<file path="config.mk">
export PLATFORM = sky130hd
export DESIGN_NAME = stage_slice
export DESIGN_NICKNAME = d
export VERILOG_FILES = /design/src/stage_slice.sv
export SDC_FILE = /design/constraint.sdc
export NUM_CORES = 1
export LEC_CHECK = 0
export BUFFER_PORTS_ARGS = -buffer_cell sky130_fd_sc_hd__clkbuf_2
export CORE_MARGIN = 8
export CORE_UTILIZATION = 39
export CTS_CLUSTER_DIAMETER = 30
export DETAILED_ROUTE_END_ITERATION = 12
export GPL_ROUTABILITY_DRIVEN = 0
export HOLD_SLACK_MARGIN = 0.12
export PLACE_DENSITY = 0.81
export SLEW_MARGIN = 15
export SYNTH_ARGS = -nofsm -noshare
export SYNTH_HDL_FRONTEND = slang
export SYNTH_SLANG_ARGS = --single-unit
</file>
<file path="constraint.sdc">
create_clock -name clock -period 1.2 [get_ports clock]
set_input_delay 0.36 -clock clock [delete_from_list [all_inputs] [get_ports clock]]
set_output_delay 0.36 -clock clock [all_outputs]
set_load 0.02 [all_outputs]
</file>
<file path="src/stage_slice.sv">
/* one-entry valid/ready register slice for any payload type;
   full throughput, used on both the request and the response side */
`timescale 1ns/1ps

module stage_slice #(
	parameter type payload_t = logic [31:0]
) (
	input  logic     clock,
	input  logic     rstn,
	input  logic     in_valid_i,
	input  payload_t in_i,
	output logic     in_ready_o,
	output logic     out_valid_o,
	output payload_t out_o,
	input  logic     out_ready_i
);

	logic     valid_q;
	payload_t data_q;

	// accept when empty or when the held item leaves this cycle
	assign in_ready_o  = !valid_q || out_ready_i;
	assign out_valid_o = valid_q;
	assign out_o       = data_q;

	always_ff @(posedge clock) begin
		if (!rstn) begin
			valid_q <= 1'b0;
		end else if (in_ready_o) begin
			valid_q <= in_valid_i;
		end
	end

	// payload only loads on a transfer
	always_ff @(posedge clock) begin
		if (in_valid_i && in_ready_o) begin
			data_q <= in_i;
		end
	end

	// downstream sees a stable item while it stalls
	out_stable: assert property (@(posedge clock) disable iff (!rstn)
		out_valid_o && !out_ready_i |=> out_valid_o && $stable(out_o));

endmodule

</file>
Yosys cells after proc, flatten, opt, wreduce, memory -nomap -nowiden. Index checks and enable logic that the tools add are counted.

Memory bits (read-only): 0. Output and inout bits: 34. Bits in latches: 0. Memory bits (writable): 0. Flip-flop bits (word level): 33. Word-level logic and storage cells: 5. Input port bits: 36. Memories: 0.

Bitwise gates (word level): 0. Divide/modulo/power cells: 0. Shift operators: 0. $mul: 0. Magnitude comparators: 0. $add $sub $neg: 0. Mux-type cells: 0. Equal/unequal tests: 0. Reduce and logical (&&, ||, !) cells: 3.

Operator list (count): 1-bit logical AND (1); 1-bit logical NOT (1); 1-bit logical OR (1).

Longest topological paths before layout. Gate-level depths: netlist of run 1.

Depth in word-level cells: 3. Mapped depth: 2. Gate-level depth less buffers: 2.

Least setup slack after synthesis of run 1. OpenSTA, ideal clock, no wires.

Kind: register -> register. Start: reg valid_q, in the netlist out_valid_o. End: reg data_q, in the netlist out_o[0] (enable). Clock period less this slack: 1215 ps. Path slack: -15 ps. Data required time: 860 ps. Stages on the path, launching flop included: 3. Buffers on the path: 0. Arrival: 875 ps. Library setup time: 340 ps. Cell sequence: dfxtp_1 nand2b_4 and2_4.

Longest elaborated chain between the ends: 3.

Ends and longest elaborated chain: from (decl) (RTL line 18) `logic valid_q;`; from (signal assigned) (RTL line 30) `valid_q <= in_valid_i;`; 1-bit logical NOT (RTL line 22) `assign in_ready_o = !valid_q || out_ready_i;`; 1-bit logical OR (RTL line 22); via in_ready_o (RTL line 12) `output logic in_ready_o,`; 1-bit logical AND (RTL line 36) `if (in_valid_i && in_ready_o) begin`; to (signal assigned) (RTL line 37) `data_q <= in_i;`; to (decl) (RTL line 19) `payload_t data_q;`.

The timed path passes the listed nets, and every way through them passes these cells. A chain may end at the register's enable or synchronous reset.

Final worst setup path of run 1.
Start: reg data_q, in the netlist out_o[10]. End: out out_o[10] (netlist name).

RTL lines: to (decl) (RTL line 14) `output payload_t out_o,`.

No word-level cell between the ends.

==> metrics.md, run 1 <==
| Metric | Value |
|---|---|
| Synth area leader | edfxtp_1 |
| Initial antenna violation count | 0 |
| Synthesized area per cell | 27.5 µm² |
| Slew of the pin with the lowest slew margin | 0.123 ns |
| PwrDens | 1370 nW/µm² |
| Site row count | 18 |
| Worst Path Buf+Inv | 1 |
| Fmax | 806 MHz |
| Vias in the first global route | 679 |
| Number of I/O pins | 70 |
| Post-CTS Setup Bufs | 0 |
| DR vias | 639 |
| CP required | 0.84 ns |
| Die width | 67.1 µm |
| Final setup margin | -0.0402 ns |
| Post-synthesis cell area | 1020 µm² |
| Largest net degree at the start of global routing | 21 |
| Failing checks | setup timing |
| Endpoints failing setup | 17 |
| Top delay family on crit path | flip-flops |
| Hold Path Stages | 1 |
| Peak supply drop | 0.809 mV |
| Crit path largest cell delay | 0.42 ns |
| Starting DRC count in detailed routing | 21 |
| Unrepaired setup endpoints after global routing | yes |
| Worst-path maximum fanout | 1 |
| CP max-delay cell | edfxtp_1 |
| Most common cell after layout, fill and taps aside | clkbuf_2 |
| CP Capture Type | output pin |
| ANT nets after route | 0 |
| CP startpoint kind | flip-flop |
| Leakage | 0.716 nW |
| Port Buffers | 69 |
| Synthesized instance count | 37 |
| DRC | 0 |
| Clock Path Buffers | 2 |
| Vias per cell | 4.38 |
| First-pass GRT wire length | 3430 µm |
| Pre-Repair DR Iteration Count | 3 |
| Max-Cap Viols | 0 |
| Ratio of cells with drive above 1 in the final layout | 70.7% |
| Worst reg2reg path startpoint | out_valid_o |
| CTS Root Cell | clkbuf_4 |
| Yosys top cell area share | 94.3% |
| Synth area leaders | edfxtp_1 (94%), dfxtp_1 (2.0%), nand2b_4 (1.4%) |
| Hold Vio Cnt, Final | 0 |
| Period Utilization, post-route | 103% |
| CP cell instances | buf_6 |
| Class of the worst hold path | in -> reg |
| Dpl cell area | 1440 µm² |
| Clock H-tree levels | 2 |
| Cells on worst reg2reg path | 3 |
| Routed WL | 2500 µm |
| Setup CP Type | reg -> out |
| Area delta synth->final | 60.2% |
| Number of synthesis warnings | 0 |
| Flop-to-flop setup slack | 0.16 ns |
| Final std cell area, no fill | 1630 µm² |
| Setup TNS Final | -0.244 ns |
| Routed len/inst | 17.1 µm |
| Reg-to-reg endpoint | out_o[6] |
| Critical Path AT | 0.88 ns |
| Min cycle time layout | 1.24 ns |
| Final nets | 151 |
| Yosys reg bits | 33 |
| TritonCTS clock tree | built |
| Ant diodes | 0 |
| Max Clock Skew | 0.00325 ns |
| Die height | 67.1 µm |
| Register area share after synthesis | 96.3% |
| Core area | 2480 µm² |
| TritonCTS Buffers | 5 |
| Starting Density | 41.1% |
| Status | finished, violations left |
| Synth unique cells | 6 |
| Relative slew margins | 91.9% |
| CTS Sinks | 33 |
| Global router's overall resource usage | 10.8% |
| Hold Buf Count CTS | 0 |
| Worst skew pair latency | 0.31 ns |
| Clock transition at path regs | 0.09 ns |
| Min-delay src | in_i[25] |
| Most frequent cells in the layout | clkbuf_2 (36), edfxtp_1 (32), buf_6 (20) |
| Worst hold endpoint | out_o[25] |
| Syn_nets | 73 |
| Grt ovf | 0 |
| Max-slew violation count | 0 |
| Die footprint | 4500 µm² |
[layer usage]
metal,wire length [µm],track usage (%),vias to the layer above
li1,-,-,302
met1,804,10.1,290
met2,1300,18.9,45
met3,384,6.54,2
met4,15,3.92,0
met5,0,0,-
[through the flow]
stage                     hold WS [ns]  total power [mW]  util [%]  instances  worst slack [ns]
final                            0.222              2.23      65.9        146           -0.0402
after global routing             0.193              2.33      65.9        146           -0.0881
after CTS                        0.209              2.20      60.8        146           -0.0608
after detailed placement         0.479              1.66      58.2        138           0.00649
after global placement           0.474              1.64      58.2        138            0.0150
after floorplan                  0.459              1.51         -         37         0.0000641
[synth_stat cells]
cell / instances
inv_1: 1
nand2b_4: 1
dfxtp_1: 1
edfxtp_1: 32
and2_4: 1
a21boi_2: 1
[where the power goes]
part | switching (mW) | leakage (nW) | internal (mW)
registers | 0.0259 | 0.318 | 1.34
clock network | 0.325 | 0.0320 | 0.223
logic | 0.159 | 0.366 | 0.154
[layout make-up]
cell class / instances / area, µm²
repair buffers: 71 / 523
inverters: 1 / 3.75
multi-input cells: 3 / 33.8
clock inverters: 2 / 10.0
flip-flops and latches: 33 / 982
clock buffers: 6 / 41.3
fillers: 175 / 846
well taps: 30 / 37.5
[worst max path at each step]
stage	start	end	slack, ns	depth (start not counted)
after floorplan	out_ready_i	out_o[0]	0.00006	2
after global placement	out_ready_i	out_o[3]	0.02	4
after detailed placement	out_ready_i	out_o[3]	0.006	4
after CTS	out_o[10]	out_o[10]	-0.06	1
after global routing	out_o[10]	out_o[10]	-0.09	1
final	out_o[10]	out_o[10]	-0.04	1
[logic make-up (layout without fill, tap and decap cells)]
| logic type | after synthesis | count (layout) | share of synthesized area [%] |
|---|---|---|---|
| flip-flops | 33 | 33 | 96.3 |
| buffers and inverters | 1 | 80 | 0.368 |
| AO/OA/AOI/OAI | 1 | 1 | 1.11 |
| AND/OR/NAND/NOR | 2 | 2 | 2.21 |
[sequential cells by signal (all words and copies together), names as in the netlist]
| signal | cells |
|---|---|
| out_valid_o | 1 |
| out_o | 32 |
[worst register-to-register path: stages (launching register included)]
cell      delay (ns)
dfxtp_2         0.34
nand2b_4        0.09
and2_4          0.17
buf_12          0.16
[timing repair]
action                                  CTS  global route
endpoints found under the setup margin   34            34
endpoints found under the hold margin     0             0
gates resized for setup                   3            73
Power figures use the tool's default switching activity.
==> run 2: changes to the inputs <==
- ABC_AREA: default -> 1
==> run 2 against run 1 <==
Effect of this change: the run still ends with setup timing left; clock-buffer cell count decreased by 1; register-to-register slack got worse by 0.12 ns; sequential share of layout area decreased by 0.40 points; non-clock buffer count increased by 1; global-route usage increased by 1.2 points; fmax decreased by 0.87%; largest cell class unchanged; area after synthesis decreased by 0.61%; synthesized cell count increased by 5.4%; clock skew increased by 0.0038 ns; worst hold slack got worse by 0.0091 ns.
==> metrics.md, run 2 <==
| Metric | Value |
|---|---|
| Fillers | 179 |
| Dpl cells | 140 |
| Max-slew violation count | 0 |
| Min cycle time layout | 1.25 ns |
| Worst reg2reg path startpoint | out_valid_o |
| Unrepaired setup endpoints after global routing | yes |
| Starting Density | 40.9% |
| Synthesized instance count | 39 |
| Area delta synth->final | 62.7% |
| First-pass GRT wire length | 3620 µm |
| Synth area leader | edfxtp_1 |
| DR vias | 656 |
| Non-Filler Instances | 147 |
| Fin Hold WS | 0.213 ns |
| Cells on worst reg2reg path | 3 |
| Ant diodes | 0 |
| CP cell instances | buf_6 |
| Routed len/inst | 18.4 µm |
| Pre-Repair DR Iteration Count | 3 |
| Most instantiated cells after synthesis | edfxtp_1 (32), inv_1 (2) |
| Worst Path Buf+Inv | 1 |
| Clock H-tree levels | 2 |
| Max reg flops | 32 |
| Slew of the pin with the lowest slew margin | 0.191 ns |
| Total power | 2.22 mW |
| Initial antenna violation count | 0 |
| Period Utilization, post-route | 104% |
| Leakage | 0.722 nW |
| CP max-delay cell | edfxtp_1 |
| Post-synthesis cell area | 1010 µm² |
| Yosys reg bits | 33 |
| Hold Path Stages | 1 |
| Synthesized area per cell | 26.0 µm² |
| Worst skew pair latency | 0.32 ns |
| Vias in the first global route | 705 |
| Hold Vio Cnt, Final | 0 |
| Clock transition at path regs | 0.09 ns |
| Min-delay src | in_i[18] |
| Hold Buf Count CTS | 0 |
| Starting DRC count in detailed routing | 11 |
| TritonCTS Buffers | 5 |
| Final nets | 154 |
| Fmax | 799 MHz |
| Vias per cell | 4.46 |
| Max-Cap Viols | 0 |
| ANT nets after route | 0 |
| CP startpoint kind | flip-flop |
| Most used DFF post-synth | edfxtp_1 |
| Most frequent cells in the layout | clkbuf_2 (35), edfxtp_1 (32), buf_6 (19) |
| Register area share after synthesis | 96.9% |
| Worst-path maximum fanout | 1 |
| CP required | 0.84 ns |
| Endpoints failing setup | 31 |
| Most common cell after layout, fill and taps aside | clkbuf_2 |
| Largest net degree at the start of global routing | 20 |
| Die width | 66.9 µm |
| CTS Root Cell | clkbuf_4 |
| Critical Path AT | 0.89 ns |
| Setup WS pre-CTS | -0.0637 ns |
| Relative slew margins | 87.2% |
| Port Buffers | 69 |
| DRC | 0 |
| Flop-to-flop setup slack | 0.04 ns |
| Grt ovf | 0 |
| CP Capture Type | output pin |
| Top delay family on crit path | flip-flops |
| Peak supply drop | 0.772 mV |
| Synth unique cells | 7 |
| Clock Path Buffers | 2 |
| CTS Sinks | 33 |
| TritonCTS clock tree | built |
| Global router's overall resource usage | 12.0% |
| Max Clock Skew | 0.00703 ns |
| Syn_nets | 75 |
| Ratio of cells with drive above 1 in the final layout | 71.8% |
| Most numerous cell in the Yosys netlist | edfxtp_1 |
| Reg-to-reg endpoint | out_o[2] |
| Failing checks | setup timing |
| Die height | 66.9 µm |
| Yosys top cell area share | 94.9% |
| Number of I/O pins | 70 |
| PwrDens | 1350 nW/µm² |
| Routed WL | 2700 µm |
| Worst hold endpoint | out_o[18] |
| Setup TNS Final | -0.549 ns |
| Class of the worst hold path | in -> reg |
| Setup CP Type | reg -> out |
| Async SR Flop Fraction | 0% |
| Number of synthesis warnings | 0 |
| Site row count | 18 |
| Status | finished, violations left |
| Final setup margin | -0.0511 ns |
| Core area | 2480 µm² |
| Synth area leaders | edfxtp_1 (95%), dfxtp_1 (2.0%), a21oi_2 (0.87%) |
| Crit path largest cell delay | 0.42 ns |
| Number of synthesized flops with an enable pin | 32 |
| Die footprint | 4480 µm² |
-- run 2: stage by stage --
stage | util, % | instance area, µm²
finish | 66.5 | 1650
floorplan | - | 1040
detailed placement | 59.0 | 1460
global route | 66.5 | 1650
global placement | 59.0 | 1460
CTS | 61.5 | 1520
-- run 2: final cells by class --
type / count / area [µm²] / share of cell area (%)
multi-input combinational: 3 / 36.3 / 2.20
clock inverter: 1 / 5.00 / 0.304
tap: 30 / 37.5 / 2.28
inverter: 3 / 23.8 / 1.44
sequential: 33 / 985 / 59.8
timing repair buffer: 72 / 522 / 31.7
clock buffer: 5 / 37.5 / 2.28
-- run 2: repair_timing --
action                                  in CTS  in global routing
endpoints found under the setup margin      34                 34
buffers inserted                             1                  0
endpoints found under the hold margin        0                  0
pin swaps                                    0                  1
gates resized for setup                      3                 72
-- run 2: worst max path at each step --
stage,startpoint,endpoint,slack [ns],depth (start not counted)
after floorplan,out_ready_i,out_o[0],-0.15,2
after global routing,out_o[1],out_o[1],-0.11,1
after global placement,out_ready_i,out_o[19],-0.05,4
after detailed placement,out_ready_i,out_o[8],-0.06,4
final,out_o[1],out_o[1],-0.05,1
after CTS,out_o[1],out_o[1],-0.08,1
-- run 2: layer usage --
metal / part of all wire, % / vias up / wire length, µm / global-route usage (%)
li1: - / 305 / - / -
met1: 34 / 300 / 928 / 10.9
met2: 49 / 47 / 1320 / 18.6
met3: 15 / 4 / 402 / 9.06
met4: 2.0 / 0 / 53 / 7.05
met5: 0 / - / 0 / 0
-- run 2: report_power, final --
part | total (mW) | internal [mW] | leakage, nW | switching [mW]
combinational | 0.324 | 0.153 | 0.377 | 0.171
clock | 0.526 | 0.203 | 0.0269 | 0.323
sequential | 1.37 | 1.34 | 0.318 | 0.0274
total | 2.22 | 1.70 | 0.722 | 0.522
-- run 2: cells by family (layout without fill, tap and decap cells) --
family          after synthesis  in the layout  share of synthesized area, %
compound gates                2              2                          1.36
flops                        33             33                          96.9
simple gates                  1              1                         0.618
buf+inv                       3             81                          1.11
==> run 3: changes to the inputs <==
- clock period: 1.2 -> 1.3 ns (I/O delays scaled with it)
==> run 3 against run 2 <==
Effect of this change: via count up 1.4%; the flow now finishes without violations; cell count grew 2.0%; critical path depth unchanged; combinational power fell by 20%; utilization decreased by 3.9 points; worst hold slack improved by 0.038 ns; sequential power is 8% lower; critical path type unchanged.
==> metrics.md, run 3 (synthesis gave the netlist of run 2 again) <==
| Metric | Value |
|---|---|
| Pre-Repair DR Iteration Count | 4 |
| Number of I/O pins | 70 |
| Endpoints failing setup | 0 |
| Largest net degree at the start of global routing | 24 |
| CP cell instances | buf_2 |
| Max-slew violation count | 0 |
| Fin Hold WS | 0.250 ns |
| Die width | 66.9 µm |
| CP Capture Type | output pin |
| Grt ovf | 0 |
| CP max-delay cell | edfxtp_1 |
| DRC | 0 |
| Fillers | 204 |
| Starting Density | 40.9% |
| Clock H-tree levels | 2 |
| Area delta synth->final | 53.0% |
| CP required | 0.91 ns |
| CP startpoint kind | flip-flop |
| ANT nets after route | 0 |
| Ratio of cells with drive above 1 in the final layout | 72.5% |
| Routed len/inst | 16.7 µm |
| TritonCTS clock tree | built |
| Worst reg2reg path startpoint | out_valid_o |
| Hold Buf Count CTS | 0 |
| Critical Path AT | 0.87 ns |
| NetSw | 0.487 mW |
| Port Buffers | 69 |
| Relative slew margins | 89.7% |
| Most common cell after layout, fill and taps aside | clkbuf_2 |
| Slew of the pin with the lowest slew margin | 0.154 ns |
| Period Utilization, post-route | 97.2% |
| Worst skew pair latency | 0.31 ns |
| Final setup margin | 0.0361 ns |
| Leakage | 0.693 nW |
| Most frequent cells in the layout | clkbuf_2 (60), edfxtp_1 (32), clkbuf_4 (5), buf_6 (5), buf_2 (4) |
| Min-delay src | in_i[24] |
| Reg-to-reg endpoint | out_o[21] |
| Site row count | 18 |
| First-pass GRT wire length | 3420 µm |
| Combinational share of power | 12.7% |
| Final nets | 155 |
| Die height | 66.9 µm |
| Setup WS pre-CTS | 0.0215 ns |
| Clock Path Buffers | 2 |
| Clock transition at path regs | 0.10 ns |
| Core area | 2480 µm² |
| Peak supply drop | 1.03 mV |
| Max-Cap Viols | 0 |
| Vias per cell | 4.43 |
| Hold Vio Cnt, Final | 0 |
| Vias in the first global route | 689 |
| Unrepaired setup endpoints after global routing | yes |
| Worst-path maximum fanout | 1 |
| Final std cell area, no fill | 1550 µm² |
| Status | finished, final reports clean |
| Class of the worst hold path | in -> reg |
| Dpl cell area | 1450 µm² |
| Fmax | 791 MHz |
| Worst Path Buf+Inv | 1 |
| Hold Path Stages | 1 |
| Global router's overall resource usage | 10.8% |
| Starting DRC count in detailed routing | 8 |
| Worst hold endpoint | out_o[24] |
| Max Clock Skew | 0.00132 ns |
| Ant diodes | 0 |
| CTS Sinks | 33 |
| Reg area | 982 µm² |
| Setup CP Type | reg -> out |
| Routed WL | 2500 µm |
| PwrDens | 1310 nW/µm² |
| TritonCTS Buffers | 5 |
| Sequential share of power | 61.8% |
| Min cycle time layout | 1.26 ns |
| Initial antenna violation count | 0 |
| DR vias | 665 |
| Cells on worst reg2reg path | 4 |
| Top delay family on crit path | flip-flops |
| Switch share | 23.9% |
| Max reg flops | 32 |
| Flop-to-flop setup slack | 0.06 ns |
| Multi-input gate area | 31.3 µm² |
| DP HPWL | 2110 µm |
| Crit path largest cell delay | 0.39 ns |
| Clock Power Share | 25.5% |
| CTS Root Cell | clkbuf_4 |
| Die footprint | 4480 µm² |
| Pint | 1.55 mW |
run 3: cell types whose count changed in the layout (fill, tap and decap cells not counted), moves of 2 or more:
cell      delta
buf_2       -10
clkbuf_2    +25
buf_4        +2
buf_6       -14
run 3: cell type report:
type	count	share of cell area, %
sequential	33	63.4
timing repair buffer	73	27.1
clock buffer	5	2.42
tap	30	2.42
multi-input combinational	3	2.02
inverter	3	1.53
clock inverter	3	1.13
run 3: timing repair:
item,in CTS,in global routing
resized for setup,0,19
buffers inserted,1,1
endpoints found under the setup margin,1,9
pin swaps,0,1
run 3: worst max path at each step:
stage                      startpoint          to  slack [ns]  depth (start not counted)
after floorplan           out_ready_i    out_o[0]       -0.08                          2
after global placement    out_ready_i   out_o[12]        0.03                          4
after detailed placement  out_ready_i   out_o[29]        0.02                          4
after CTS                 out_valid_o  in_ready_o     0.00001                          2
after global routing        out_o[30]   out_o[30]       -0.01                          1
final                       out_o[16]   out_o[16]        0.04                          1
run 3: metal layers:
metal | vias to the layer above | part of all wire [%] | track usage, %
li1 | 310 | - | -
met1 | 308 | 34 | 10.3
met2 | 45 | 48 | 17.8
met3 | 2 | 17 | 7.38
met4 | 0 | 0.92 | 4.70
met5 | - | 0 | 0
run 3: power by group through the flow:
stage,Sequential (mW),Clock (mW),Combinational [mW]
global placement,1.28,0,0.238
global route,1.26,0.583,0.275
finish,1.26,0.518,0.259
CTS,1.26,0.538,0.250
detailed placement,1.28,0,0.245
floorplan,1.36,0,0.0319
run 3: metrics by stage:
step | TNS [ns] | utilization (%) | total power [mW] | cells
2_1_floorplan | -2.71 | - | 1.39 | 39
3_5_place_dp | 0 | 58.4 | 1.53 | 140
6_report | 0 | 62.5 | 2.04 | 150
3_3_place_gp | 0 | 58.4 | 1.52 | 140
4_1_cts | 0 | 61.0 | 2.05 | 149
5_1_grt | -0.0317 | 62.5 | 2.12 | 150
