`src/lsu_pkg.sv`:
```
/* shared types for the load/store unit and its AXI4-Lite memory model;
   imported by every module that needs request, response or bus codes */
package lsu_pkg;

	// load kinds, none means the op does not read memory
	typedef enum logic [2:0] {
		LOAD_NONE = 3'd0,
		LOAD_LB   = 3'd1,
		LOAD_LH   = 3'd2,
		LOAD_LW   = 3'd3,
		LOAD_LBU  = 3'd4,
		LOAD_LHU  = 3'd5
	} load_type_e;

	// store kinds
	typedef enum logic [1:0] {
		STORE_NONE = 2'd0,
		STORE_SB   = 2'd1,
		STORE_SH   = 2'd2,
		STORE_SW   = 2'd3
	} store_type_e;

	// one memory request from execute
	typedef struct packed {
		logic [31:0] addr;       // effective address, or alu result
		logic [31:0] wdata;      // store data, unshifted
		load_type_e  load_type;
		store_type_e store_type;
		logic [4:0]  wreg;
		logic        wd;         // register write enable
	} lsu_req_t;

	// one writeback toward the register file
	typedef struct packed {
		logic [31:0] wdata;
		logic [4:0]  wreg;
		logic        wd;
		logic        err;        // bus returned a non-okay code
	} lsu_resp_t;

	// axi response codes
	localparam logic [1:0] AXI_RESP_OKAY   = 2'b00;
	localparam logic [1:0] AXI_RESP_SLVERR = 2'b10;

	// axi size codes, log2 of bytes per beat
	localparam logic [2:0] AXI_SIZE_1 = 3'b000;
	localparam logic [2:0] AXI_SIZE_2 = 3'b001;
	localparam logic [2:0] AXI_SIZE_4 = 3'b010;

endpackage

```
`src/store_lane.sv`:
```
/* places store data and byte strobes on the lanes picked by the low
   address bits; also gives the AXI size of the store */
`timescale 1ns/1ps

module store_lane (
	input  logic [1:0]           offset_i,
	input  lsu_pkg::store_type_e store_type_i,
	input  logic [31:0]          wdata_i,
	output logic [31:0]          lane_data_o,
	output logic [3:0]           strb_o,
	output logic [2:0]           size_o
);
	import lsu_pkg::*;

	logic [3:0] base_strb;

	always_comb begin
		case (store_type_i)
			STORE_SB: begin
				base_strb = 4'b0001;
				size_o    = AXI_SIZE_1;
			end
			STORE_SH: begin
				base_strb = 4'b0011;
				size_o    = AXI_SIZE_2;
			end
			STORE_SW: begin
				base_strb = 4'b1111;
				size_o    = AXI_SIZE_4;
			end
			default: begin
				// no store, no lanes
				base_strb = 4'b0000;
				size_o    = AXI_SIZE_4;
			end
		endcase
	end

	// one byte of shift per offset step
	assign lane_data_o = wdata_i << {offset_i, 3'b000};
	assign strb_o      = base_strb << offset_i;

endmodule

```
`src/load_extend.sv`:
```
/* brings the addressed bytes of a read word down to bit 0 and
   sign- or zero-extends them according to the load kind */
`timescale 1ns/1ps

module load_extend (
	input  logic [1:0]          offset_i,
	input  lsu_pkg::load_type_e load_type_i,
	input  logic [31:0]         rdata_i,
	output logic [31:0]         value_o
);
	import lsu_pkg::*;

	logic [31:0] shifted;

	// addressed byte lands in bits 7:0
	assign shifted = rdata_i >> {offset_i, 3'b000};

	always_comb begin
		case (load_type_i)
			LOAD_LB: begin
				value_o = {{24{shifted[7]}}, shifted[7:0]};
			end
			LOAD_LH: begin
				value_o = {{16{shifted[15]}}, shifted[15:0]};
			end
			LOAD_LBU: begin
				value_o = {24'b0, shifted[7:0]};
			end
			LOAD_LHU: begin
				value_o = {16'b0, shifted[15:0]};
			end
			default: begin
				// lw, full word
				value_o = shifted;
			end
		endcase
	end

endmodule

```
`src/lsu_ctrl.sv`:
```
/* load/store control: takes one request at a time, runs it over AXI4-Lite
   and pushes the writeback; non-memory ops pass their address straight back */
`timescale 1ns/1ps

module lsu_ctrl (
	input  logic               clock,
	input  logic               rstn,
	// request side
	input  logic               req_valid_i,
	input  lsu_pkg::lsu_req_t  req_i,
	output logic               req_ready_o,
	// response side
	output logic               resp_valid_o,
	output lsu_pkg::lsu_resp_t resp_o,
	input  logic               resp_ready_i,
	// read address
	output logic [31:0]        ar_addr_o,
	output logic [2:0]         ar_size_o,
	output logic               ar_valid_o,
	input  logic               ar_ready_i,
	// read data
	input  logic [31:0]        r_data_i,
	input  logic [1:0]         r_resp_i,
	input  logic               r_valid_i,
	output logic               r_ready_o,
	// write address
	output logic [31:0]        aw_addr_o,
	output logic [2:0]         aw_size_o,
	output logic               aw_valid_o,
	input  logic               aw_ready_i,
	// write data
	output logic [31:0]        w_data_o,
	output logic [3:0]         w_strb_o,
	output logic               w_valid_o,
	input  logic               w_ready_i,
	// write response
	input  logic [1:0]         b_resp_i,
	input  logic               b_valid_i,
	output logic               b_ready_o
);
	import lsu_pkg::*;

	typedef enum logic [1:0] {
		ST_IDLE = 2'd0,
		ST_ADDR = 2'd1,
		ST_RESP = 2'd2,
		ST_DONE = 2'd3
	} state_e;

	state_e      state_q;
	state_e      state_d;
	lsu_req_t    req_q;
	logic        is_load;
	logic        is_store;
	logic        req_fire;
	logic        ar_fire;
	logic        aw_fire;
	logic        w_fire;
	logic        r_fire;
	logic        b_fire;
	logic        aw_done_q;
	logic        w_done_q;
	logic [31:0] load_value;
	logic [31:0] resp_data_q;
	logic        resp_err_q;

	// a load wins if both kinds are set
	assign is_load  = req_q.load_type != LOAD_NONE;
	assign is_store = req_q.store_type != STORE_NONE && !is_load;

	assign req_ready_o = state_q == ST_IDLE;
	assign req_fire    = req_valid_i && req_ready_o;
	assign ar_fire     = ar_valid_o && ar_ready_i;
	assign aw_fire     = aw_valid_o && aw_ready_i;
	assign w_fire      = w_valid_o && w_ready_i;
	assign r_fire      = r_valid_i && r_ready_o;
	assign b_fire      = b_valid_i && b_ready_o;

	// channel valids, aw and w drop independently
	assign ar_valid_o = state_q == ST_ADDR && is_load;
	assign aw_valid_o = state_q == ST_ADDR && is_store && !aw_done_q;
	assign w_valid_o  = state_q == ST_ADDR && is_store && !w_done_q;
	assign r_ready_o  = state_q == ST_RESP && is_load;
	assign b_ready_o  = state_q == ST_RESP && is_store;

	assign ar_addr_o = req_q.addr;
	assign aw_addr_o = req_q.addr;

	always_comb begin
		case (req_q.load_type)
			LOAD_LB, LOAD_LBU: ar_size_o = AXI_SIZE_1;
			LOAD_LH, LOAD_LHU: ar_size_o = AXI_SIZE_2;
			default:           ar_size_o = AXI_SIZE_4;
		endcase
	end

	// store lanes from the captured address
	store_lane u_store_lane (
		.offset_i     (req_q.addr[1:0]),
		.store_type_i (req_q.store_type),
		.wdata_i      (req_q.wdata),
		.lane_data_o  (w_data_o),
		.strb_o       (w_strb_o),
		.size_o       (aw_size_o)
	);

	// read data back to bit 0 and extended
	load_extend u_load_extend (
		.offset_i    (req_q.addr[1:0]),
		.load_type_i (req_q.load_type),
		.rdata_i     (r_data_i),
		.value_o     (load_value)
	);

	always_comb begin
		state_d = state_q;
		case (state_q)
			ST_IDLE: begin
				if (req_fire) begin
					if (req_i.load_type != LOAD_NONE || req_i.store_type != STORE_NONE) begin
						state_d = ST_ADDR;
					end else begin
						state_d = ST_DONE;
					end
				end
			end
			ST_ADDR: begin
				// store needs both aw and w, now or earlier
				if (ar_fire || ((aw_done_q || aw_fire) && (w_done_q || w_fire))) begin
					state_d = ST_RESP;
				end
			end
			ST_RESP: begin
				if (r_fire || b_fire) begin
					state_d = ST_DONE;
				end
			end
			default: begin
				if (resp_ready_i) begin
					state_d = ST_IDLE;
				end
			end
		endcase
	end

	always_ff @(posedge clock) begin
		if (!rstn) begin
			state_q   <= ST_IDLE;
			aw_done_q <= 1'b0;
			w_done_q  <= 1'b0;
		end else begin
			state_q   <= state_d;
			// completion bits live only while in addr
			aw_done_q <= state_d == ST_ADDR && (aw_done_q || aw_fire);
			w_done_q  <= state_d == ST_ADDR && (w_done_q || w_fire);
		end
	end

	// request capture and writeback value
	always_ff @(posedge clock) begin
		if (req_fire) begin
			req_q       <= req_i;
			resp_data_q <= req_i.addr;
			resp_err_q  <= 1'b0;
		end
		if (r_fire) begin
			resp_data_q <= load_value;
			resp_err_q  <= r_resp_i != AXI_RESP_OKAY;
		end
		if (b_fire) begin
			resp_data_q <= '0;
			resp_err_q  <= b_resp_i != AXI_RESP_OKAY;
		end
	end

	assign resp_valid_o = state_q == ST_DONE;
	assign resp_o       = '{wdata: resp_data_q, wreg: req_q.wreg, wd: req_q.wd, err: resp_err_q};

	// a raised channel stays up with the same address until the slave takes it
	ar_hold: assert property (@(posedge clock) disable iff (!rstn)
		ar_valid_o && !ar_ready_i |=> ar_valid_o && $stable(ar_addr_o));
	aw_hold: assert property (@(posedge clock) disable iff (!rstn)
		aw_valid_o && !aw_ready_i |=> aw_valid_o && $stable(aw_addr_o));
	w_hold: assert property (@(posedge clock) disable iff (!rstn)
		w_valid_o && !w_ready_i |=> w_valid_o && $stable(w_data_o));

endmodule

```
`config.mk`:
```
export PLATFORM = sky130hd
export DESIGN_NAME = lsu_ctrl
export DESIGN_NICKNAME = d
export VERILOG_FILES = /design/src/lsu_pkg.sv /design/src/store_lane.sv /design/src/load_extend.sv /design/src/lsu_ctrl.sv
export SDC_FILE = /design/constraint.sdc
export NUM_CORES = 1
export LEC_CHECK = 0
export BUFFER_PORTS_ARGS = -buffer_cell sky130_fd_sc_hd__buf_2
export CAP_MARGIN = 20
export CELL_PAD_IN_SITES_DETAIL_PLACEMENT = 0
export CELL_PAD_IN_SITES_GLOBAL_PLACEMENT = 1
export CORE_MARGIN = 2
export CORE_UTILIZATION = 32
export DETAILED_ROUTE_END_ITERATION = 7
export GPL_TIMING_DRIVEN = 0
export HOLD_SLACK_MARGIN = 0.03
export PLACE_DENSITY_LB_ADDON = 0.1
export SLEW_MARGIN = 20
export SYNTH_ARGS = -nofsm -noshare
export SYNTH_HDL_FRONTEND = slang
export SYNTH_HIERARCHICAL = 1
export SYNTH_SLANG_ARGS = --single-unit
```
`constraint.sdc`:
```
create_clock -name clock -period 2.95 [get_ports clock]
set_clock_uncertainty 0.1 [all_clocks]
set_input_delay 0.1475 -clock clock [delete_from_list [all_inputs] [get_ports clock]]
set_output_delay 0.1475 -clock clock [all_outputs]
set_load 0.005 [all_outputs]
```
* Word-level counts from Yosys, hierarchy flattened
Index checks and enable logic that the tools add are counted.
Word-level totals: flip-flop bits (word level) 112, input bits 120, output and inout port bits 152, word-level logic and storage cells 75
Operators by class: equality and inequality tests 11, shifts and indexed selects 3, mux-type cells 15, reductions and logical operators 35
Operators with widths (count):
- 32-bit one-hot mux with 4 select lines | 1
- 32-bit 2-to-1 mux | 2
- 32-bit by 5-bit << shifter with 32-bit output | 1
- 32-bit by 5-bit >> shifter with 32-bit output | 1
- 1-bit logical AND | 16
- 4-bit one-hot mux with 3 select lines | 1
- 2-bit 2-to-1 mux | 5
- 2-bit nonzero test | 5
- 3-bit nonzero test | 3
- 2-bit equality test, second input constant | 4
- 2-bit one-hot mux with 2 select lines | 2
- 2-bit by 1-bit equality test with 1-bit output, second input constant | 3
- 3-bit equality test, second input constant | 2
- 2-bit one-hot mux with 3 select lines | 1
- 1-bit logical OR | 5
- 2-bit OR reduction | 2
- 4-bit by 2-bit << shifter with 4-bit output | 1
- 3-bit by 1-bit equality test with 1-bit output, second input constant | 1
- 3-bit by 2-bit equality test with 1-bit output, second input constant | 1
- 1-bit zero test | 3
- 1-bit 2-to-1 mux | 3
- 2-bit zero test | 1

* Logic depth before layout (Yosys ltp)
Gate-level depths: netlist of run 1.
depth in word-level cells 13, gate-level depth with buffers 8, depth with buffers taken out 6

* Hierarchy
Netlist of run 1, hierarchy kept.
By module, submodules not included:
- lsu_ctrl | instances 1, cells an instance 341, area an instance 4600.7 sq um, seq. area each 3002.9 sq um
- load_extend | instances 1, cells an instance 103, area an instance 735.7 sq um, seq. area each 0.0 sq um
- store_lane | instances 1, cells an instance 83, area an instance 686.9 sq um, seq. area each 0.0 sq um

* Worst setup path before layout of run 1
Ideal clock, no wire load.
path type register to register, start point register state_q[1], end point register resp_data_q[22], library setup time 86 ps, arrival time 2338 ps, data required time 2764 ps, path slack 426 ps, cell stages (with the launch flop) 7, path buffers 2, clock period less this slack 2524 ps, cells stage by stage dfxtp_1 -> nor2_1 -> and2_1 -> buf_2 -> buf_2 -> mux2i_1 -> a211oi_1
Between the ends: elaborated cells on any way between the ends 9, classes of those cells 1 x eq/ne; 1 x mux; 7 x reduce/logical
RTL lines:
- start: declaration | line lsu_ctrl.sv:50 | state_e state_q;
- start signal: assignment | line lsu_ctrl.sv:152 | state_q <= state_d;
- 2-bit zero test | line lsu_ctrl.sv:71 | assign req_ready_o = state_q == ST_IDLE;
- via req_ready_o | line lsu_ctrl.sv:11 | output logic req_ready_o,
- 1-bit logical AND | line lsu_ctrl.sv:72 | assign req_fire = req_valid_i && req_ready_o;
- via req_fire | line lsu_ctrl.sv:55 | logic req_fire;
- 2-bit nonzero test (no line)
- end signal: assignment | line lsu_ctrl.sv:163 | resp_data_q <= req_i.addr;
- end signal: assignment | line lsu_ctrl.sv:167 | resp_data_q <= load_value;
- end: declaration | line lsu_ctrl.sv:64 | logic [31:0] resp_data_q;
The timed path passes the listed nets, and every way through them passes these cells. A chain may end at the register's enable or synchronous reset.

* Final worst setup path of run 1
start point register req_q[9] in the netlist's numbering, end point register state_q[1]
Between the ends: longest elaborated chain between the ends 11, elaborated cells on any way between the ends 22, classes of those cells 3 x mux; 19 x reduce/logical
Ends and longest elaborated chain:
- start: declaration | line lsu_ctrl.sv:52 | lsu_req_t req_q;
- start signal: assignment | line lsu_ctrl.sv:162 | req_q <= req_i;
- 3-bit nonzero test (*) | line lsu_ctrl.sv:68 | assign is_load = req_q.load_type != LOAD_NONE;
- 1-bit zero test | line lsu_ctrl.sv:69 | assign is_store = req_q.store_type != STORE_NONE && !is_load;
- 1-bit logical AND | line lsu_ctrl.sv:69
- 1-bit logical AND | line lsu_ctrl.sv:81, lsu_ctrl.sv:82
- 1-bit logical AND, on equally long branches | line lsu_ctrl.sv:81, lsu_ctrl.sv:82
- 1-bit logical AND, on equally long branches | line lsu_ctrl.sv:74, lsu_ctrl.sv:75
- 1-bit logical OR | line lsu_ctrl.sv:129 | if (ar_fire || ((aw_done_q || aw_fire) && (w_done_q || w_fire))) begin
- 1-bit logical AND | line lsu_ctrl.sv:129
- 1-bit logical OR | line lsu_ctrl.sv:129
- 2-bit 2-to-1 mux | line lsu_ctrl.sv:129
- 2-bit one-hot mux with 3 select lines (*) | line lsu_ctrl.sv:117 | case (state_q)
Mark *: on every way between the ends. The rest lies on a longest branch, timed or not.

==> results of run 1 <==
==> synth_stat cells, types with 4 or more instances <==
library cell	number
a21o_1	9
inv_1	6
nor3_1	4
buf_2	15
nor2b_1	10
edfxtp_1	76
nor2_1	55
buf_4	73
buf_6	4
o21ai_0	13
clkbuf_1	5
o21ai_1	9
a211oi_1	39
dfxtp_1	36
and2_1	12
o2bb2ai_1	8
mux2i_1	79
nand2_1	5
a41o_1	4
a21oi_1	16
==> critical path: stages (launching register included) <==
cell           delay [ns]
edfxtp_1             0.53
nor3_1               0.54
a41o_1               0.31
a22oi_1              0.14
a221oi_1             0.33
dlygate4sd3_1        0.59
==> flip-flops by register name, indices dropped and copies added (netlist names) <==
| signal | cells |
|---|---|
| req_q | 37 |
| ar_addr_o | 32 |
| resp_data_q | 32 |
| resp_o | 6 |
| state_q | 2 |
| aw_done_q | 1 |
| resp_err_q | 1 |
| w_done_q | 1 |
==> power groups by stage <==
stage          logic (mW)  clock network, mW  registers, mW
6_report             1.68               1.38           2.20
5_1_grt              1.83               1.48           2.25
4_1_cts              1.70               1.42           2.21
3_5_place_dp         1.61                  0           2.24
3_3_place_gp         1.58                  0           2.24
2_1_floorplan       0.887                  0           2.23
==> final timing paths <==
kind	cells past startpoint	slack, ns	start	to
worst max-delay path	5	0.36	req_q[9]$_DFFE_PP_	state_q[1]$_SDFF_PN0_
worst min-delay path	4	0.1	resp_ready_i	state_q[0]$_SDFF_PN0_
worst max register to register	5	0.36	req_q[9]$_DFFE_PP_	state_q[1]$_SDFF_PN0_
worst min register to register	2	0.46	resp_data_q[29]$_SDFFE_PP0P_	resp_data_q[29]$_SDFFE_PP0P_
==> metal layers <==
metal / part of all wire, % / GRT usage [%]
met1: 43 / 22.6
met2: 48 / 30.9
met3: 6.8 / 4.45
met4: 1.8 / 6.47
met5: 0.059 / 0
==> cell families (layout without fill, tap and decap cells) <==
kind of cell    Yosys count  after routing  synth area share [%]
other cells               2              4                 0.125
xor+xnor                  1              1                 0.145
fa+ha+maj                 3              3                 0.623
mux                      81             81                  13.8
buf+inv                 109            480                  12.7
compound gates          111            111                  13.5
flops                   112            112                  49.9
simple gates            108            108                  9.26
==> through the flow <==
step / cells / setup slack [ns]
after floorplan: 527 / 0.426
after global placement: 1030 / -0.263
after detailed placement: 1031 / 0.479
after CTS: 1129 / 0.0694
after global routing: 1134 / 0.117
final: 1134 / 0.358
==> area by class of cell <==
cell class                      instances  area share, %
Clock buffer                            9           2.54
Antenna cell                            2         0.0564
Clock inverter                          7           1.16
Timing Repair Buffer                  355           25.0
Inverter                                6          0.254
Tap cell                              234           3.30
Sequential cell                       112           33.9
Buffer                                103           8.41
Multi-Input combinational cell        306           25.4
==> repair_timing <==
action                     in CTS  in global routing
hold buffers                   82                  0
setup endpoints to repair       0                  1
buffers inserted                0                  3
hold endpoints to repair       79                  0
==> metrics.txt, run 1 <==
top cell type's share of synthesized area between 30% and 40%; GRT Util Overall 18.2%; total gr overflow 0; Reg clk slew, reported paths 0.08 ns; dpl hpwl about 14 mm; Worst Setup End Kind flip-flop; Seq/Total Area, Yosys 49.9%; Worst EP required between 3 and 4 ns; Final Wtd Congestion 0.805; Max Slew Vio Count 0; synth warn 6; Avg Cell Area, Syn 11.4 sq um; CTS Sinks 112; 1st-pass router iterations 4; port bufs 269; status completed; die outline width 141 microns; most common cell after layout, fill and taps aside buf_2; switching part of the total 30.1%; Final Cell Area ~0.0089 sq mm; total net switching power between 1.5 and 2 mW; total wire length 18.7 mm; Final Hold Viols 0; Filler cells roughly 1800; core area around 0.019 sq mm; measured slew at the worst slew-check pin between 0.6 and 0.7 ns; layout cells sized above 1 44.1%; crit path time final 2.59 ns; unrepaired setup endpoints after global routing false; CP Data Arrival Time ~2.8 ns; final core utilization 47.7%; initial antenna violation count 4; I/O pin cnt 272; sequential cell area 0.00300 sq mm; H-tree depth 3; Worst Path Max Fanout 12; post-synth top area cell edfxtp_1; number of synthesized register bits 112; maxcap violations 0; synth top area cells edfxtp_1 (38%), mux2i_1 (13%), dfxtp_1 (12%); post-synth net total 650; vias post-DR 5256; hold slack 0.0972 ns; vias in the first global route 5314; Clock Path Buffers 2; Post-Syn Area about 0.0060 sq mm; Post-synth ARST share 0%; Fin Setup TNS 0 ns; CTS Root Cell clkbuf_16; sequential power share 41.9%; Synth Flop Type edfxtp_1; multi-input gate area in the final layout 0.00225 sq mm; NumNets Final 1016; crit share post-route 87.9%; Rows 50; first-pass GRT wire length 28.3 mm; total power between 5 and 6 mW; post-cts resize count 0; Post-synth EDFFs 76; Combinational Power Share 32.0%; most frequent cells in the layout buf_2 (283), dlygate4sd3_1 (82), mux2i_1 (79); area of placed instances 0.00769 sq mm; DR WL/cell 16.5 microns; starting density of the core 32.4%; Layout area overhead 47.2%; Peak VDD IR 0.000287 V; Die ar. 0.0199 sq mm; critical path launch point type flip-flop; clock group share of total power between 20% and 30%; post-synthesis cell count around 530; vias per cell 4.63; Slew headroom between 50% and 60%; worst-skew pair later-pin latency 0.36 ns; CTS tree built; # DRC 0; post-route ant nets 0; Power Internal around 3.7 mW; Hold Path Class input pin to flip-flop; Synth cell types 51; Final setup viols 0; CP Class flip-flop to flip-flop; Die Height ~140 microns; 1st-iter DRT viols 221; FMAX 386 MHz; P_leak around 4.2 nW; CTS buffer count 9; largest net degree at the start of global routing 55; Pwr Density 593 mW/mm^2
(Power assumes the default switching activity.)
==> inputs of run 2 (changes only) <==
--- a/config.mk
+++ b/config.mk
@@ -15,6 +15,7 @@
 export GPL_TIMING_DRIVEN = 0
 export HOLD_SLACK_MARGIN = 0.03
 export PLACE_DENSITY_LB_ADDON = 0.1
+export RECOVER_POWER = 100
 export SLEW_MARGIN = 20
 export SYNTH_ARGS = -nofsm -noshare
 export SYNTH_HDL_FRONTEND = slang
==> constraint.sdc (replaced) <==
create_clock -name clock -period 2.95 [get_ports clock]
set_clock_uncertainty 0.1 [all_clocks]
set_input_delay 0.885 -clock clock [delete_from_list [all_inputs] [get_ports clock]]
set_output_delay 0.885 -clock clock [all_outputs]
set_load 0.005 [all_outputs]
==> run 2 against run 1 <==
Compared with the run above: first-iteration DRC count up 17%; wire length down 3.4%; non-clock buffer count fell by 85; power down 3.0%; clock power hardly changed; combinational power shrank 9.5%; sequential power about the same; largest power group unchanged.
==> metrics.txt, run 2 (synthesized netlist as in run 1, its figures left out) <==
status completed; crit-path cells buf_6, nor2_1, and2_1, buf_2; CTS Root Cell clkbuf_16; first-pass GRT wire length 27.1 mm (-4.3%); initial antenna violation count 4 (unchanged); 1st-iter DRT viols 259 (+17%); total gr overflow 0 (unchanged); total power 5.10 mW (-3.0%); Filler cells 1890 (+5.8%); CP Data Arrival Time 1.87 ns (-0.93 ns); # DRC 0 (unchanged); CTS tree built; FMAX 351 MHz (-9.1%); core area 0.0186 sq mm (unchanged); Worst EP required 1.97 ns (-1.19 ns); CP peak stage delay 0.50 ns (-0.09 ns); vias in the first global route 4938 (-7.1%); vias per cell 4.73 (+2.1%); Layout area overhead 31.3%; Clock Path Buffers 2 (unchanged); pre-CTS WS 0.164 ns (-0.315 ns); Worst Path Max Fanout 8 (-4); maxcap violations 0 (unchanged); most common cell after layout, fill and taps aside buf_2; Fin Setup TNS 0 ns (unchanged); largest net degree at the start of global routing 55 (unchanged); Buf/Inv on CP 2 (+1); critical path launch point type flip-flop; Peak VDD IR 0.000286 V (-0.42%); CTS buffer count 9 (unchanged); Die Height 141 microns (unchanged); Final WS setup 0.0989 ns (-0.259 ns); measured slew at the worst slew-check pin 0.954 ns (+0.342 ns); GRT Util Overall 17.6% (-0.68 points); H-tree depth 3 (unchanged); 1st-pass router iterations 4 (unchanged); crit path time final 2.85 ns (+0.259 ns); most frequent cells in the layout buf_2 (197), clkbuf_1 (87), mux2i_1 (79); dpl hpwl 14.0 mm (unchanged); Worst Setup End Kind output port; port bufs 269 (unchanged); Max Slew Vio Count 0 (unchanged); layout cells sized above 1 38.3% (-5.8 points); hold_buf cts 0 (-100%); die outline width 141 microns (unchanged); post-route ant nets 0 (unchanged); Final setup viols 0 (unchanged); Reg clk slew, reported paths 0.08 ns (about the same); Top Family by Delay on Critical Path simple AND/OR/NAND/NOR gates; Final Wtd Congestion 0.805 (unchanged); unrepaired setup endpoints after global routing false; slowest CP cell edfxtp_1; worst-skew pair later-pin latency 0.36 ns (about the same); hold slack 0.463 ns (+0.365 ns); vias post-DR 4964 (-5.6%); Final Hold Viols 0 (unchanged); Hold Path Class flip-flop to flip-flop; I/O pin cnt 272 (unchanged); P_leak 3.56 nW (-15%); Die ar. 0.0199 sq mm (unchanged); NumNets Final 931 (-8.4%); max FFs per register 37 (unchanged); Pwr Density 645 mW/mm^2 (+8.8%); DR WL/cell 17.2 microns (+4.4%); Rows 50 (unchanged); starting density of the core 32.4% (unchanged); total wire length 18.1 mm (-3.4%); crit share post-route 96.6% (+8.8 points); CTS Sinks 112 (unchanged); Largest Register req_q; CP Class flip-flop to output port; Slew headroom 36.4% (-23 points)
## run 2: cell count changes in the layout (fill, tap and decap cells not counted), sizes merged
cell,delta
buf,-161
clkbuf,+158
dlygate4sd3,-82
## run 2: what timing repair did
action	in CTS	in global routing
endpoints found under the setup margin	0	2
buffers inserted	0	0
gates resized for setup	0	1
## run 2: final cells by class
type / count / area [sq um] / area share (%)
multi-input combinational: 306 / 2260 / 28.5
antenna: 2 / 5.00 / 0.0633
clock buffer: 9 / 225 / 2.85
tap: 234 / 293 / 3.70
sequential: 112 / 3000 / 38.0
inverter: 6 / 22.5 / 0.285
clock inverter: 7 / 103 / 1.30
buffer: 103 / 726 / 9.17
timing repair buffer: 270 / 1280 / 16.1
## run 2: worst paths after layout
kind	from	end	slack (ns)	depth (start not counted)
setup / recovery	ar_addr_o[0]$_DFFE_PP_	w_data_o[3]	0.1	4
hold / removal	resp_data_q[13]$_SDFFE_PP0P_	resp_data_q[13]$_SDFFE_PP0P_	0.46	2
setup reg to reg	state_q[1]$_SDFF_PN0_	resp_data_q[25]$_SDFFE_PP0P_	0.25	7
hold reg to reg	resp_data_q[13]$_SDFFE_PP0P_	resp_data_q[13]$_SDFFE_PP0P_	0.46	2
## run 2: layer usage
| metal | track usage [%] | part of all wire [%] |
|---|---|---|
| met5 | 0 | 0.061 |
| met4 | 6.47 | 1.7 |
| met3 | 4.11 | 7.0 |
| met2 | 29.1 | 48 |
| met1 | 22.4 | 43 |
## run 2: worst reg2reg max path, delay by kind of cell, from the launching register on
| kind | cells | cell delay (ns) |
|---|---|---|
| AO/OA/AOI/OAI | 1 | 0.09 |
| buffers and inverters | 3 | 1.38 |
| multiplexers | 1 | 0.30 |
| flip-flops | 1 | 0.36 |
| AND/OR/NAND/NOR | 2 | 0.35 |
## run 2: power breakdown
part	switching (mW)	total, mW	internal, mW
registers	0.170	2.20	2.04
clock network	0.622	1.38	0.755
logic	0.776	1.52	0.744
total	1.57	5.10	3.53
## run 2: through the flow
step | instance area (sq um) | utilization, % | instances
2_1_floorplan | 6020 | - | 527
3_3_place_gp | 7660 | 41.2 | 1030
3_5_place_dp | 7690 | 41.4 | 1031
4_1_cts | 8020 | 43.2 | 1047
5_1_grt | 7910 | 42.6 | 1049
6_report | 7910 | 42.6 | 1049
